`config.mk`:
```
export PLATFORM = sky130hd
export DESIGN_NAME = alu_execute
export DESIGN_NICKNAME = d
export VERILOG_FILES = /design/src/rv_isa_pkg.sv /design/src/rv_pipe_pkg.sv /design/src/alu_execute.sv
export VERILOG_INCLUDE_DIRS = /design/src
export SDC_FILE = /design/constraint.sdc
export NUM_CORES = 2
export LEC_CHECK = 0
export BUFFER_PORTS_ARGS = -buffer_cell sky130_fd_sc_hd__buf_2
export CORE_MARGIN = 2
export CORE_UTILIZATION = 35
export DETAILED_ROUTE_END_ITERATION = 16
export HOLD_SLACK_MARGIN = 0.1
export REMOVE_ABC_BUFFERS = 1
export SYNTH_ARGS = -nofsm -noshare
export SYNTH_HDL_FRONTEND = slang
export SYNTH_SLANG_ARGS = --single-unit
```
`constraint.sdc`:
```
create_clock -name clk -period 16.05 [get_ports clk]
set_input_delay 3.21 -clock clk [delete_from_list [all_inputs] [get_ports clk]]
set_output_delay 3.21 -clock clk [all_outputs]
set_load 0.02 [all_outputs]
```
`src/rv_core_defines.svh`:
```
`ifndef RV_CORE_DEFINES_SVH
`define RV_CORE_DEFINES_SVH

// Datapath and instruction widths
`define XLEN 64
`define ILEN 32

// Integer register file
`define NUM_REGS   32
`define REG_ADDR_W 5

// Byte step between sequential instructions
`define PC_STEP 4

// ADDI x0, x0, 0
`define NOP_INSTR 32'h0000_0013

`endif

```
`src/rv_isa_pkg.sv`:
```
package rv_isa_pkg;

  // Major opcodes in instr[6:0]; anything else decodes as a NOP
  typedef enum logic [6:0] {
    OP_IMM = 7'b0010011, // ADDI ANDI ORI XORI SLLI SRLI
    OP     = 7'b0110011, // ADD SUB AND OR XOR
    LUI    = 7'b0110111,
    JAL    = 7'b1101111,
    BRANCH = 7'b1100011  // Only BEQ is kept
  } opcode_e;

  // funct3 values shared by OP and OP_IMM
  typedef enum logic [2:0] {
    F3_ADD = 3'b000, // Also SUB and BEQ
    F3_SLL = 3'b001,
    F3_XOR = 3'b100,
    F3_SRL = 3'b101,
    F3_OR  = 3'b110,
    F3_AND = 3'b111
  } funct3_e;

  // Operations the execute ALU knows
  typedef enum logic [3:0] {
    ALU_ADD    = 4'd0,
    ALU_SUB    = 4'd1,
    ALU_AND    = 4'd2,
    ALU_OR     = 4'd3,
    ALU_XOR    = 4'd4,
    ALU_SLL    = 4'd5,
    ALU_SRL    = 4'd6,
    ALU_PASS_B = 4'd7, // LUI result is the immediate itself
    ALU_LINK   = 4'd8  // JAL return address
  } alu_op_e;

  // funct7 for SUB on OP
  typedef enum logic [6:0] {
    F7_BASE = 7'b0000000,
    F7_ALT  = 7'b0100000
  } funct7_e;

endpackage

```
`src/rv_pipe_pkg.sv`:
```
`include "rv_core_defines.svh"

package rv_pipe_pkg;

  // Decoded item waiting for or sitting in execute
  typedef struct packed {
    logic [`XLEN-1:0]       pc;
    logic [`XLEN-1:0]       op_a;    // rs1 value
    logic [`XLEN-1:0]       op_b;    // rs2 value
    logic [`XLEN-1:0]       imm;     // Sign extended, format picked by decode
    rv_isa_pkg::alu_op_e    alu_op;
    logic [`REG_ADDR_W-1:0] rd;
    logic                   rd_we;   // Never set for x0 or unsupported encodings
    logic                   is_jal;
    logic                   is_beq;
    logic                   use_imm; // Immediate replaces op_b at the ALU
  } exec_req_t;

  // Write-back register, also the register file write port
  typedef struct packed {
    logic                   valid;
    logic [`REG_ADDR_W-1:0] rd;
    logic [`XLEN-1:0]       data;
  } wb_t;

endpackage

```
`src/alu_execute.sv`:
```
`timescale 1ns/10ps
`include "rv_core_defines.svh"

module alu_execute (
  input  logic                   clk,
  input  logic                   reset,
  input  logic                   exec_valid,
  output logic                   exec_ready,
  input  rv_pipe_pkg::exec_req_t exec_req,
  output logic [`REG_ADDR_W-1:0] ex_rd,
  output logic                   ex_rd_we,
  output logic                   redirect_valid,
  output logic [`XLEN-1:0]       redirect_pc,
  output rv_pipe_pkg::wb_t       wb
);

  logic                   ex_valid;
  rv_pipe_pkg::exec_req_t ex_req;
  logic [`XLEN-1:0]       op_b;
  logic [`XLEN-1:0]       result;
  logic                   wb_valid_q;
  logic [`REG_ADDR_W-1:0] wb_rd_q;
  logic [`XLEN-1:0]       wb_data_q;

  // Slot drains every cycle; only a flush turns the next item away
  assign exec_ready = !redirect_valid;

  always_ff @(posedge clk) begin
    if (reset) begin
      ex_valid <= 1'b0;
    end else begin
      ex_valid <= exec_valid && exec_ready;
    end
  end

  always_ff @(posedge clk) begin
    if (exec_valid && exec_ready) begin
      ex_req <= exec_req;
    end
  end

  assign op_b = ex_req.use_imm ? ex_req.imm : ex_req.op_b;

  always_comb begin
    case (ex_req.alu_op)
      rv_isa_pkg::ALU_ADD:    result = ex_req.op_a + op_b;
      rv_isa_pkg::ALU_SUB:    result = ex_req.op_a - op_b;
      rv_isa_pkg::ALU_AND:    result = ex_req.op_a & op_b;
      rv_isa_pkg::ALU_OR:     result = ex_req.op_a | op_b;
      rv_isa_pkg::ALU_XOR:    result = ex_req.op_a ^ op_b;
      rv_isa_pkg::ALU_SLL:    result = ex_req.op_a << op_b[5:0];
      rv_isa_pkg::ALU_SRL:    result = ex_req.op_a >> op_b[5:0];
      rv_isa_pkg::ALU_PASS_B: result = op_b;
      rv_isa_pkg::ALU_LINK:   result = ex_req.pc + `XLEN'(`PC_STEP);
      default:                result = '0;
    endcase
  end

  // BEQ compares the register operands, never the immediate
  assign redirect_valid = ex_valid &&
                          (ex_req.is_jal || (ex_req.is_beq && ex_req.op_a == ex_req.op_b));
  assign redirect_pc    = ex_req.pc + ex_req.imm;

  assign ex_rd    = ex_req.rd;
  assign ex_rd_we = ex_valid && ex_req.rd_we; // Seen by the decode hazard check

  always_ff @(posedge clk) begin
    if (reset) begin
      wb_valid_q <= 1'b0;
    end else begin
      wb_valid_q <= ex_valid && ex_req.rd_we; // NOPs and branches write nothing
    end
  end

  always_ff @(posedge clk) begin
    wb_rd_q   <= ex_req.rd;
    wb_data_q <= result;
  end

  assign wb.valid = wb_valid_q;
  assign wb.rd    = wb_rd_q;
  assign wb.data  = wb_data_q;

endmodule

```
==> results.yml <==
worst_setup_path:
  path_class: "flip-flop to primary output"
  path_cells: "ha_1 -> a211oi_1 -> nor3_1 -> o21ai_0 -> a211oi_1 -> nor4b_1 -> o31ai_1 -> buf_4 -> a211oi_1 -> o21bai_1 -> a21oi_1 -> xnor2_1 -> buf_2"
  startpoint: "ex_req[14]"
  timing.rr.end: "wb_data_q[53]"
  cp_slowest_stage_delay_ns: 1.24
  critPathBufInv: 2
  cp-start-kind: "flip-flop"
  worstSetupEndpoint: "redirect_pc[63]"
  cp_num_cells: 13
  required_ns: 12.84
  path_max_fanout: 4
  ff2ff_setup_slack_ns: 8.52
  rr_worst_depth: 19
  critPathCaptureType: "primary output"
  arrival_ns: 6.08
  worstReg2RegStart: "ex_req[0]"
  cp_common_cell: "a211oi_1"
  cp_top_family: "compound AO/OA/AOI/OAI gates"
  cpMaxStageDelayCell: "nor4b_1"
logic_synthesis:
  async_flop_share: 0
  synth_area_sq_mm: 0.0328
  synthAdderAreaFrac: 0.0992
  synth-edff-count: 269
  synth_ff_type: "edfxtp_1"
  yosysSeqAreaShare: 0.289
  synth_cells: 3825
  synth_xor_area_frac: 0.0736
  synth_cell_type_count: 84
  synth_compound_area_frac: 0.223
  synth_seq_cells: 340
  synth_warnings: 0
  synth_simple_gate_area_frac: 0.150
  syn_avg_cell_area_sq_um: 8.58
  synth_top_family_by_area: "compound AO/OA/AOI/OAI gates"
  synth_mux_area_frac: 0.114
global_route:
  grt_max_degree: 107
  grt_antenna_before_repair: 14
  grt_pass1_wl_um: 227000
  grt_usage: 0.327
  grt_pass1_vias: 31003
  overflow: 0
clocking:
  clockRootBuffer: "clkbuf_16"
  clock_sink_count: 340
  ctsHoldBuffers: 0
  clock_latency_ns: 0.60
  post_cts_resized: 0
  clk_transition_reported_paths_ns: 0.06
  max-clock-path-buffers: 3
  h-tree-depth: 2
  post_cts_buffers: 0
  cts_buffers: 40
  cts_tree: "done"
detailed_routing:
  drcViolationCount: 0
  num_vias: 33443
  antenna_left: 0
  drtIter0Drc: 4862
  drt-pass1-iter-count: 8
  finalWirelength_um: 163000
  avgRoutedWirePerCell_um: 30.1
  viasPerCell: 6.19
pwr:
  p_per_area_mw_per_mm2: 95.1
  peakVddDrop_mv: 0.0861
  comb_power_share: 0.411
  internal_power_mw: 2.11
  p_switching_mw: 1.46
  pwr-share-seq: 0.313
  p_sw_frac: 0.409
  total_power_mw: 3.57
  pwr-share-clk: 0.276
  power_leakage_nw: 15.7
timing:
  final-setup-viol-count: 0
  fmax_ghz: 0.108
  finalCriticalPeriod_ns: 9.29
  tightest_slew_ns: 1.47
  finalHoldViolations: 0
  clock_skew_ns: 0.0157
  slew_headroom: 0.00660
  rsz0062_at_grt: "false"
  finalCritPeriodShare: 0.579
  fin_setup_tns_ns: 0
  slew_viol_final: 0
status:
  status: "finished, violations left"
  violations: "max-capacitance violations"
layout:
  syn2layout_area_growth_pct: 14.3
  final_cell_mix: "buf_2 (413), nand2_1 (411), a21oi_1 (313), nor2_1 (286), edfxtp_1 (269)"
  final_design_area_no_fill_sq_mm: 0.0375
  drive_above_1_share: 0.158
  final_nets: 4646
  layout_commonest_cell: "buf_2"
floorplan:
  die_w_um: 310
  rows: 112
  die_area_sq_mm: 0.0963
  pin_count: 414
  start_util: 0.352
  die_y_um: 310
  core_area_sq_mm: 0.0932
job:
  maxCapViolations: 1
placement:
  numPortBuffers: 413
  hpwl_um: 130000
  placed_area_sq_mm: 0.0361
  place.gp.congestion: 1.08
min_path:
  hold_class: "flip-flop to flip-flop"
==> power by group through the flow <==
stage | clock (mW) | sequential (mW) | combinational, mW
floorplan | 0 | 1.14 | 0.849
global placement | 0 | 1.13 | 1.41
detailed placement | 0 | 1.13 | 1.41
CTS | 1.01 | 1.11 | 1.41
global route | 1.04 | 1.12 | 1.54
finish | 0.985 | 1.12 | 1.47
==> layer usage <==
layer / up-vias / part of all wire / GRT usage
met1: 16159 / 0.41 / 0.443
li1: 14836 / - / -
met2: 2017 / 0.42 / 0.487
met5: - / 0.00063 / 0
met4: 18 / 0.055 / 0.157
met3: 413 / 0.10 / 0.0793
==> how the worst min path moves through the flow <==
stage / from / to / slack (ns) / cells past startpoint
floorplan: ex_rd[0] / wb_rd_q[0] / 0.50 / 0
global placement: ex_rd[4] / wb_rd_q[4] / 0.35 / 0
detailed placement: ex_rd[1] / wb_rd_q[1] / 0.35 / 0
CTS: ex_rd[1] / wb_rd_q[1] / 0.37 / 0
global route: ex_rd[1] / wb_rd_q[1] / 0.38 / 0
finish: ex_rd[1] / wb_rd_q[1] / 0.37 / 0
==> worst reg2reg max path, cell delays in order (launching register included) <==
cell and delay, ns:
edfxtp_1 0.33, buf_4 0.36, buf_4 0.57, buf_4 0.77, mux2i_1 0.60, o211ai_1 0.26
nor4_1 0.40, nand4_1 0.53, o31ai_1 0.49, xnor2_1 0.11, ha_1 0.35, inv_1 0.10
nor2_1 0.30, nand2_1 0.09, nor4_1 0.28, o21ai_0 0.21, a211oi_1 0.67, o2111ai_1 0.43
and2_1 0.31, a211o_1 0.26
==> per-stage QoR <==
stage          hold WS [ns]  utilization  std cells  setup WS (ns)
2_1_floorplan         0.498            -       3593           3.38
3_3_place_gp          0.346        0.387       5327           7.68
3_5_place_dp          0.350        0.387       5327           7.62
4_1_cts               0.374        0.402       5399           6.96
5_1_grt               0.379        0.402       5400           6.63
6_report              0.372        0.403       5403           6.76
==> Yosys cell counts (all sizes together) (16+ instances only) <==
library cell | n | area share
nor3 | 66 | 0.010
nand2b | 16 | 0.0030
clkbuf | 152 | 0.017
xnor2 | 187 | 0.050
dfxtp | 71 | 0.043
nand2 | 414 | 0.047
xor2 | 89 | 0.024
ha | 257 | 0.098
buf | 80 | 0.013
a22o | 26 | 0.0069
inv | 177 | 0.020
edfxtp | 269 | 0.25
and3 | 49 | 0.0093
o21bai | 23 | 0.0053
a21oi | 314 | 0.048
mux2i | 265 | 0.082
nand3 | 102 | 0.016
mux4 | 41 | 0.028
a21o | 65 | 0.015
a22oi | 23 | 0.0053
and2 | 22 | 0.0042
a211oi | 74 | 0.017
a221oi | 46 | 0.012
a31oi | 46 | 0.0088
nand4 | 50 | 0.0095
nor4 | 19 | 0.0040
o22ai | 59 | 0.011
or3 | 16 | 0.0030
o21a | 17 | 0.0039
o21ai | 231 | 0.035
o221ai | 33 | 0.0090
nor2 | 287 | 0.033
o211ai | 66 | 0.015
==> state kept, by name (all words and copies together), names as in the netlist <==
signal,flops
wb_rd_q,5
wb_valid_q,1
ex_valid,1
ex_rd,5
ex_req,264
wb_data_q,64
==> area by class of cell <==
type	instances	area, sq um
fillers	9606	55700
repair buffers	480	2580
flip-flops and latches	340	9500
inverters	178	676
diodes	4	10.0
multi-input cells	3075	21800
clock buffers	50	1100
clock inverters	22	305
well taps	1254	1570
==> cells by family after synthesis <==
family                   after synthesis
AO/OA/AOI/OAI                       1133
XOR/XNOR                             276
adder cells (fa/ha/maj)              259
buffers and inverters                410
flip-flops                           340
multiplexers                         316
AND/OR/NAND/NOR                     1091
No activity file was read; power rests on OpenSTA's default activity.
