`src/rv_core_defines.svh`:
```
`ifndef RV_CORE_DEFINES_SVH
`define RV_CORE_DEFINES_SVH

// Datapath and instruction widths
`define XLEN 64
`define ILEN 32

// Integer register file
`define NUM_REGS   32
`define REG_ADDR_W 5

// Byte step between sequential instructions
`define PC_STEP 4

// ADDI x0, x0, 0
`define NOP_INSTR 32'h0000_0013

`endif

```
`src/fetch_decode_if.sv`:
```
`timescale 1ns/10ps
`include "rv_core_defines.svh"

// One fetched instruction handed from fetch to decode
interface fetch_decode_if;
  logic             valid; // Slot holds an instruction
  logic             ready; // Decode takes it on this edge
  logic [`ILEN-1:0] instr;
  logic [`XLEN-1:0] pc;    // Address the instruction came from

  modport fetch (
    output valid,
    output instr,
    output pc,
    input  ready
  );

  modport decode (
    input  valid,
    input  instr,
    input  pc,
    output ready
  );
endinterface

```
`src/instr_fetch.sv`:
```
`timescale 1ns/10ps
`include "rv_core_defines.svh"

module instr_fetch (
  input  logic             clk,
  input  logic             reset,
  input  logic [`XLEN-1:0] entry,
  output logic             imem_req_valid,
  output logic [`XLEN-1:0] imem_addr,
  input  logic             imem_req_ready,
  input  logic             imem_rsp_valid,
  input  logic [`ILEN-1:0] imem_rsp_data,
  input  logic             redirect_valid,
  input  logic [`XLEN-1:0] redirect_pc,
  fetch_decode_if.fetch    fd
);

  logic [`XLEN-1:0] pc;          // Address of the next request
  logic [`XLEN-1:0] req_pc;      // Address of the request in flight
  logic             started;     // Low through reset and the first cycle after it
  logic             outstanding; // One request accepted, no response yet
  logic             stale;       // In-flight response belongs to a flushed path
  logic             slot_valid;
  logic [`ILEN-1:0] slot_instr;
  logic [`XLEN-1:0] slot_pc;
  logic             slot_free;
  logic             req_fire;
  logic             rsp_keep;

  // Slot is empty now or drains into decode on this edge
  assign slot_free      = !slot_valid || fd.ready;
  assign imem_req_valid = started && !outstanding && slot_free;
  assign imem_addr      = pc;
  assign req_fire       = imem_req_valid && imem_req_ready;
  assign rsp_keep       = imem_rsp_valid && !stale && !redirect_valid; // Flushed otherwise

  always_ff @(posedge clk) begin
    if (reset) begin
      pc          <= entry; // Entry point sampled for as long as reset holds
      started     <= 1'b0;
      outstanding <= 1'b0;
      stale       <= 1'b0;
      slot_valid  <= 1'b0;
    end else begin
      started <= 1'b1;

      if (redirect_valid) begin
        pc <= redirect_pc; // Taken branch or jump wins over sequential step
      end else if (req_fire) begin
        pc <= pc + `XLEN'(`PC_STEP);
      end

      if (req_fire) begin
        outstanding <= 1'b1;
      end else if (imem_rsp_valid) begin
        outstanding <= 1'b0;
      end

      // Request still on its way when the path changes
      if (redirect_valid && (req_fire || (outstanding && !imem_rsp_valid))) begin
        stale <= 1'b1;
      end else if (imem_rsp_valid) begin
        stale <= 1'b0; // Dropped response just arrived
      end

      if (redirect_valid) begin
        slot_valid <= 1'b0;
      end else if (rsp_keep) begin
        slot_valid <= 1'b1;
      end else if (slot_valid && fd.ready) begin
        slot_valid <= 1'b0;
      end
    end
  end

  // Payload follows the control flags
  always_ff @(posedge clk) begin
    if (req_fire) begin
      req_pc <= pc;
    end
    if (redirect_valid) begin
      slot_instr <= `NOP_INSTR; // Flushed slot holds a harmless encoding
    end else if (rsp_keep) begin
      slot_instr <= imem_rsp_data;
      slot_pc    <= req_pc;
    end
  end

  assign fd.valid = slot_valid;
  assign fd.instr = slot_instr;
  assign fd.pc    = slot_pc;

endmodule

```
`src/flat_wrapper.sv`:
```
// flat-port wrapper written by rule: the top's interface ports become plain ports
module instr_fetch_flat 
  (clk, reset, entry, imem_req_valid, imem_addr, imem_req_ready, imem_rsp_valid, imem_rsp_data, redirect_valid, redirect_pc, fd_valid, fd_instr, fd_pc, fd_ready);
  fetch_decode_if fd_i ();
  input  logic clk;
  input  logic reset;
  input  logic [`XLEN-1:0] entry;
  output logic imem_req_valid;
  output logic [`XLEN-1:0] imem_addr;
  input  logic imem_req_ready;
  input  logic imem_rsp_valid;
  input  logic [`ILEN-1:0] imem_rsp_data;
  input  logic redirect_valid;
  input  logic [`XLEN-1:0] redirect_pc;
  output wire logic [$bits(fd_i.valid)-1:0] fd_valid;
  output wire logic [$bits(fd_i.instr)-1:0] fd_instr;
  output wire logic [$bits(fd_i.pc)-1:0] fd_pc;
  input wire logic [$bits(fd_i.ready)-1:0] fd_ready;
  assign fd_valid = fd_i.valid;
  assign fd_instr = fd_i.instr;
  assign fd_pc = fd_i.pc;
  assign fd_i.ready = fd_ready;
  instr_fetch u_core (.clk(clk), .reset(reset), .entry(entry), .imem_req_valid(imem_req_valid), .imem_addr(imem_addr), .imem_req_ready(imem_req_ready), .imem_rsp_valid(imem_rsp_valid), .imem_rsp_data(imem_rsp_data), .redirect_valid(redirect_valid), .redirect_pc(redirect_pc), .fd(fd_i));
endmodule
```
`config.mk`:
```
export PLATFORM = sky130hd
export DESIGN_NAME = instr_fetch_flat
export DESIGN_NICKNAME = d
export VERILOG_FILES = /design/src/fetch_decode_if.sv /design/src/instr_fetch.sv /design/src/flat_wrapper.sv
export VERILOG_INCLUDE_DIRS = /design/src
export SDC_FILE = /design/constraint.sdc
export NUM_CORES = 1
export LEC_CHECK = 0
export BUFFER_PORTS_ARGS = -buffer_cell sky130_fd_sc_hd__buf_2
export CAP_MARGIN = 25
export CORE_AREA = 2 2 136 138
export CTS_CLUSTER_DIAMETER = 150
export DETAILED_ROUTE_END_ITERATION = 8
export DIE_AREA = 0 0 138 140
export PLACE_DENSITY_LB_ADDON = 0.12
export SETUP_SLACK_MARGIN = 0.4
export SKIP_CTS_REPAIR_TIMING = 1
export SYNTH_ARGS = -nofsm -noshare
export SYNTH_HDL_FRONTEND = slang
export SYNTH_SLANG_ARGS = --single-unit
```
`constraint.sdc`:
```
create_clock -name clk -period 6.19 [get_ports clk]
set_input_delay 0.619 -clock clk [delete_from_list [all_inputs] [get_ports clk]]
set_output_delay 0.619 -clock clk [all_outputs]
set_load 0.005 [all_outputs]
```
==> results_dict.tcl, run 1 <==
set metrics [dict create \
    ys_warn_count 0 \
    drc 0 \
    hold_violations 0 \
    critPathMaxStageDelay_ns 0.93 \
    synth_cells 768 \
    numPortBuffers 327 \
    grt_setup_unrepaired "no" \
    hpwl_um 18900 \
    synth-seq-area-share_pct 68.1 \
    p_per_area_nw_per_um2 309 \
    grt_pass1_wl_um 40800 \
    start_util_pct 53.5 \
    crit_slowest_cell "clkinv_1" \
    drt-initial-drc-count 604 \
    die_w_um 138 \
    maxCapViolations 0 \
    layout-drive-gt1-share_pct 35.6 \
    timing.slew.headroom_pct 38.6 \
    final_cells 1339 \
    critPathKind "primary input to register" \
    topRoutingLayerUsed "met5" \
    grt_pass1_vias 7181 \
    critical_path_arrival_ns 3.72 \
    dr_wl_met2_um 12700 \
    wl_per_cell_um 19.9 \
    max_freq_mhz 300 \
    synth_area_um2 9520 \
    tns_ns 0 \
    cp_cell_sequence "buf_2 -> buf_4 -> nor2_2 -> clkinv_1 -> or4_1 -> nand3_1" \
    via_count 7568 \
    ctsHtreeMaxLevel 1 \
    synth-main-ff-cell "edfxtp_1" \
    clockRootBuffer "clkbuf_16" \
    die_h_um 140 \
    antenna_found_initial 3 \
    viasPerCell 5.65 \
    peakVddDrop_uv 270 \
    min_path_type "primary input to register" \
    worstPathMaxFanout 69 \
    cts.sinks 228 \
    io_pins 328 \
    dp.cells 1293 \
    coreArea_um2 17800 \
    final.fill_count 1349 \
    synth_edf_count 192 \
    end_kind "register" \
    grt_usage_pct 26.8 \
    startpoint_type "primary input" \
    routed_wl_um 26700 \
    crit_family "simple AND/OR/NAND/NOR gates" \
    path_buf_inv 3 \
    rows 49 \
    finalClockSkew_ns 0.0162 \
    area_growth_pct 28.6 \
    postRouteAntennaNets 0 \
    fp.dieArea_um2 19300 \
    dp_slack_ns 2.36 \
    period_minus_slack_ns 3.34 \
    ys_types 49 \
    critPathRequiredTime_ns 6.57 \
    grt_overflow_total 0 \
    finalSetupViolations 0 \
    clk_pin_slew_worst_paths_ns 0.07 \
    slew_violations 0 \
    post-route-period-util_pct 53.9 \
    outcome "finished, final reports clean" \
    routabilityCongestion 0.891 \
    firstDrtPassIters 5 \
    syn_avg_cell_area_um2 12.4 \
    setup_ws_ns 2.85 \
    route.met3.wl_um 2300 \
    cts_tree "yes" \
    worstMarginPinSlew_ns 0.919 \
    clk_latency_ns 0.51 \
    async_flop_share_pct 0 \
    syn_nets 935 \
    ctsLongestPathBuffers 3 \
    nNetsFinal 1257 \
    wl_met1_um 11000 \
    cts_buffers 24 \
    ys_ff_latch 228 \
    leakagePower_nw 4.81 \
    grt_max_degree 79 \
]
## metal layers
| layer | track usage, % | vias up |
|---|---|---|
| met5 | 0 | - |
| met1 | 37.8 | 3577 |
| met3 | 5.23 | 47 |
| met4 | 8.81 | 2 |
| li1 | - | 3519 |
| met2 | 42.4 | 423 |
## cell usage after synthesis (4+ instances only)
master | number | area share [%]
nor4_2 | 4 | 0.53
nand3_1 | 32 | 1.7
or3_1 | 8 | 0.53
o22ai_1 | 10 | 0.66
nand4_1 | 22 | 1.4
xor2_1 | 18 | 1.7
clkbuf_1 | 33 | 1.3
and3_1 | 7 | 0.46
nor4_1 | 15 | 0.99
xnor2_1 | 32 | 2.9
a22oi_1 | 26 | 2.1
dfxtp_1 | 36 | 7.6
mux2i_1 | 9 | 0.95
inv_1 | 14 | 0.55
o21ai_0 | 40 | 2.1
nand2_1 | 117 | 4.6
nor3_1 | 14 | 0.74
o21ai_1 | 7 | 0.37
a21oi_1 | 56 | 2.9
or4_1 | 5 | 0.39
nor2_1 | 29 | 1.1
edfxtp_1 | 192 | 61
## sequential cells by signal (all words and copies together) (netlist names)
name and flops:
u_core.outstanding 1, u_core.fd.instr 32, u_core.req_pc 64, u_core.fd.valid 1, u_core.started 1, u_core.fd.pc 64
u_core.stale 1, u_core.imem_addr 64
## power by group
part / switching (W) / internal [W] / leakage (nW)
sequential: 0.000110 / 0.00180 / 2.16
clock: 0.000602 / 0.000909 / 0.403
combinational: 0.000201 / 0.000163 / 2.25
## worst register-to-register path, delay by kind of cell, from the launching register on
family | cells | cell delay, ns
AO/OA/AOI/OAI | 1 | 0.09
XOR/XNOR | 1 | 0.16
adder cells (fa/ha/maj) | 1 | 0.35
flip-flops | 1 | 0.49
AND/OR/NAND/NOR | 4 | 1.84
## layout by cell type (no fill, tap or decap), drive strengths merged, types with 2 or more instances in the layout
| cell type | netlist | routed |
|---|---|---|
| a21oi | 56 | 56 |
| a22o | 2 | 2 |
| a22oi | 26 | 26 |
| and2 | 2 | 2 |
| and3 | 7 | 7 |
| and4 | 2 | 2 |
| buf | 6 | 335 |
| bufinv | 0 | 4 |
| clkbuf | 33 | 26 |
| clkinv | 1 | 11 |
| clkinvlp | 0 | 3 |
| dfxtp | 36 | 36 |
| diode | 0 | 2 |
| edfxtp | 192 | 192 |
| inv | 14 | 15 |
| mux2i | 9 | 9 |
| nand2 | 117 | 117 |
| nand3 | 32 | 32 |
| nand3b | 3 | 3 |
| nand4 | 23 | 23 |
| nor2 | 29 | 29 |
| nor2b | 3 | 3 |
| nor3 | 15 | 15 |
| nor4 | 21 | 21 |
| o211ai | 2 | 2 |
| o21ai | 47 | 47 |
| o221ai | 2 | 2 |
| o22ai | 10 | 10 |
| or2 | 3 | 3 |
| or3 | 8 | 8 |
| or4 | 6 | 6 |
| xnor2 | 32 | 32 |
| xor2 | 18 | 18 |
## metrics by stage
stage / util (%) / power, W / hold WS (ns) / area [um^2]
3_5_place_dp: 64.1 / 0.00230 / 0.405 / 11400
4_1_cts: 68.8 / 0.00381 / 0.324 / 12200
3_3_place_gp: 63.8 / 0.00229 / 0.401 / 11400
6_report: 68.8 / 0.00379 / 0.345 / 12200
2_1_floorplan: - / 0.00208 / 0.400 / 9520
5_1_grt: 68.8 / 0.00392 / 0.353 / 12200
## worst paths after layout
kind         slack (ns)                           from                              end  cells past startpoint
min                0.35               imem_rsp_data[0]  u_core.fd.instr[0]$_SDFFE_PP1P_                      3
max                2.85                          reset   u_core.imem_addr[55]$_DFFE_PP_                      6
min reg2reg        0.41    u_core.req_pc[31]$_DFFE_PP_       u_core.fd.pc[31]$_DFFE_PP_                      0
max reg2reg        2.99  u_core.imem_addr[2]$_DFFE_PP_   u_core.imem_addr[38]$_DFFE_PP_                      7
## layout make-up
cell class                 count  area [um^2]  share of cell area, %
timing repair buffer         335         1720                   14.1
inverter                      15         56.3                  0.460
tap                          229          287                   2.34
clock inverter                18          211                   1.73
antenna                        2         5.00                 0.0409
sequential                   228         6490                   53.0
clock buffer                  26          629                   5.14
multi-input combinational    486         2840                   23.2
## cell families (layout without fill, tap and decap cells)
kind of cell / Yosys count / in the layout / share of synthesized area [%]
AND/OR/NAND/NOR: 273 / 273 / 14.5
multiplexers: 10 / 10 / 1.06
flip-flops: 228 / 228 / 68.1
adder cells (fa/ha/maj): 1 / 1 / 0.131
other: 0 / 2 / 0
XOR/XNOR: 50 / 50 / 4.60
AO/OA/AOI/OAI: 152 / 152 / 9.31
buffers and inverters: 54 / 394 / 2.25
No activity file was read; power rests on OpenSTA's default activity.
==> run 2, diff against run 1 <==
--- a/config.mk
+++ b/config.mk
@@ -8,10 +8,10 @@
 export LEC_CHECK = 0
 export BUFFER_PORTS_ARGS = -buffer_cell sky130_fd_sc_hd__buf_2
 export CAP_MARGIN = 25
-export CORE_AREA = 2 2 136 138
+export CORE_AREA = 2 2 141 143
 export CTS_CLUSTER_DIAMETER = 150
 export DETAILED_ROUTE_END_ITERATION = 8
-export DIE_AREA = 0 0 138 140
+export DIE_AREA = 0 0 143 145
 export PLACE_DENSITY_LB_ADDON = 0.12
 export SETUP_SLACK_MARGIN = 0.4
 export SKIP_CTS_REPAIR_TIMING = 1
==> constraint.sdc (replaced) <==
create_clock -name clk -period 3.5 [get_ports clk]
set_input_delay 0.35 -clock clk [delete_from_list [all_inputs] [get_ports clk]]
set_output_delay 0.35 -clock clk [all_outputs]
set_load 0.005 [all_outputs]
==> run 2 against run 1 <==
Effect of this change: flip-flop and latch count did not move; register-to-register slack worse by 2.3 ns; worst setup slack lost 2.1 ns; critical path type is now register to register; critical endpoint is now u_core.imem_addr[63]$_DFFE_PP_; highest routed layer is now met4.
==> results_dict.tcl, run 2 (same netlist as run 1, synthesis figures left out) <==
set metrics [dict create \
    outcome "finished, final reports clean" \
    antenna_found_initial 2 \
    via_count 7480 \
    critical_path_arrival_ns 3.01 \
    routabilityCongestion 0.859 \
    final_cells 1382 \
    cts_buffers 23 \
    grt_setup_unrepaired "no" \
    peakVddDrop_uv 341 \
    p_per_area_nw_per_um2 526 \
    worstMarginPinSlew_ns 0.922 \
    max_freq_mhz 362 \
    hold_violations 0 \
    grt_use_met3_pct 4.69 \
    viasPerCell 5.41 \
    layout_common_cells "buf_2, edfxtp_1, nand2_1, a21oi_1, o21ai_0" \
    layout-drive-gt1-share_pct 35.8 \
    area_growth_pct 28.6 \
    tns_ns 0 \
    firstDrtPassIters 6 \
    fp.dieArea_um2 20700 \
    routed_wl_um 26600 \
    io_pins 328 \
    numPortBuffers 327 \
    die_h_um 145 \
    leakagePower_nw 4.81 \
    dp.cells 1339 \
    multiInputGateArea_um2 2850 \
    rows 51 \
    seqCellArea_um2 6490 \
    maxCapViolations 0 \
    cts_tree "yes" \
    use_met2_pct 40.1 \
    period_minus_slack_ns 2.76 \
    hpwl_um 19000 \
    drc 0 \
    die_w_um 143 \
    clockRootBuffer "clkbuf_16" \
    fin_util_pct 63.7 \
    grt_busiest_layer "met2" \
    finalClockSkew_ns 0.00939 \
    ctsLongestPathBuffers 3 \
    layout_commonest_cell "buf_2" \
    wl_per_cell_um 19.2 \
    end_kind "register" \
    ctsHtreeMaxLevel 1 \
    final.fill_count 1567 \
    nNetsFinal 1266 \
    grt_use_met1_pct 35.4 \
    postRouteAntennaNets 0 \
    critPathKind "register to register" \
    clk_pin_slew_worst_paths_ns 0.06 \
    critPathRequiredTime_ns 3.74 \
    critPathMaxStageDelay_ns 0.66 \
    grt_overflow_total 0 \
    timing.slew.headroom_pct 38.6 \
    min_path_type "primary input to register" \
    startpoint_type "register" \
    grt_pass1_wl_um 40500 \
    cts.sinks 228 \
    cp_cell_sequence "nand4_4 -> or3_1 -> or4_4 -> nor4_1 -> xnor2_1 -> o21ai_1" \
    finalSetupViolations 0 \
    total_power_w 0.00644 \
    drt-initial-drc-count 530 \
    grt_max_degree 63 \
    coreArea_um2 19200 \
    grt_pass1_vias 7226 \
    post-route-period-util_pct 78.9 \
    start_util_pct 49.6 \
    clk_latency_ns 0.50 \
    worstPathMaxFanout 11 \
    slew_violations 0 \
    crit_slowest_cell "or4_4" \
    grt_usage_pct 25.1 \
]
## run 2: changes by cell type in the layout (fill, tap and decap cells not counted), moves of 2 or more
cell,change
buf_4,+11
clkinv_4,-4
clkinv_1,+3
clkbuf_16,-2
clkinv_2,+2
## run 2: metal layers
layer,wire length [um],part of all wire (%)
met5,0,0
met4,559,2.1
met3,2320,8.7
met2,12500,47
met1,11200,42
## run 2: power by group
part	switching, W	internal [W]	leakage [nW]
sequential	0.000189	0.00319	2.16
clock	0.00100	0.00142	0.354
combinational	0.000361	0.000290	2.29
total	0.00155	0.00489	4.81
## run 2: worst paths after layout
check                                     start                         endpoint  slack, ns  cells past startpoint
hold reg to reg     u_core.req_pc[47]$_DFFE_PP_       u_core.fd.pc[47]$_DFFE_PP_       0.42                      0
setup reg to reg  u_core.imem_addr[4]$_DFFE_PP_   u_core.imem_addr[63]$_DFFE_PP_       0.74                      6
hold / removal                 imem_rsp_data[0]  u_core.fd.instr[0]$_SDFFE_PP1P_       0.05                      3
setup / recovery  u_core.imem_addr[4]$_DFFE_PP_   u_core.imem_addr[63]$_DFFE_PP_       0.74                      6
## run 2: worst max-delay path: cells and delay by family, from the launching register on
family          cells  cell delay, ns
compound gates      1            0.07
xor+xnor            1            0.17
flops               1            0.54
simple gates        4            1.72
## run 2: cell type report
class	instances	area share, %
clock inverter	17	1.28
clock buffer	24	4.73
antenna	2	0.0409
timing repair buffer	345	14.6
tap	265	2.71
inverter	15	0.460
multi-input combinational	486	23.2
sequential	228	53.0
## run 2: metrics by stage
stage               instance area [um^2]  worst slack, ns  hold slack [ns]
floorplan                           9520            0.412            0.400
global placement                   11500            0.758            0.401
detailed placement                 11500            0.692            0.405
CTS                                12200            0.668           0.0410
global route                       12200            0.526           0.0676
finish                             12200            0.737           0.0548
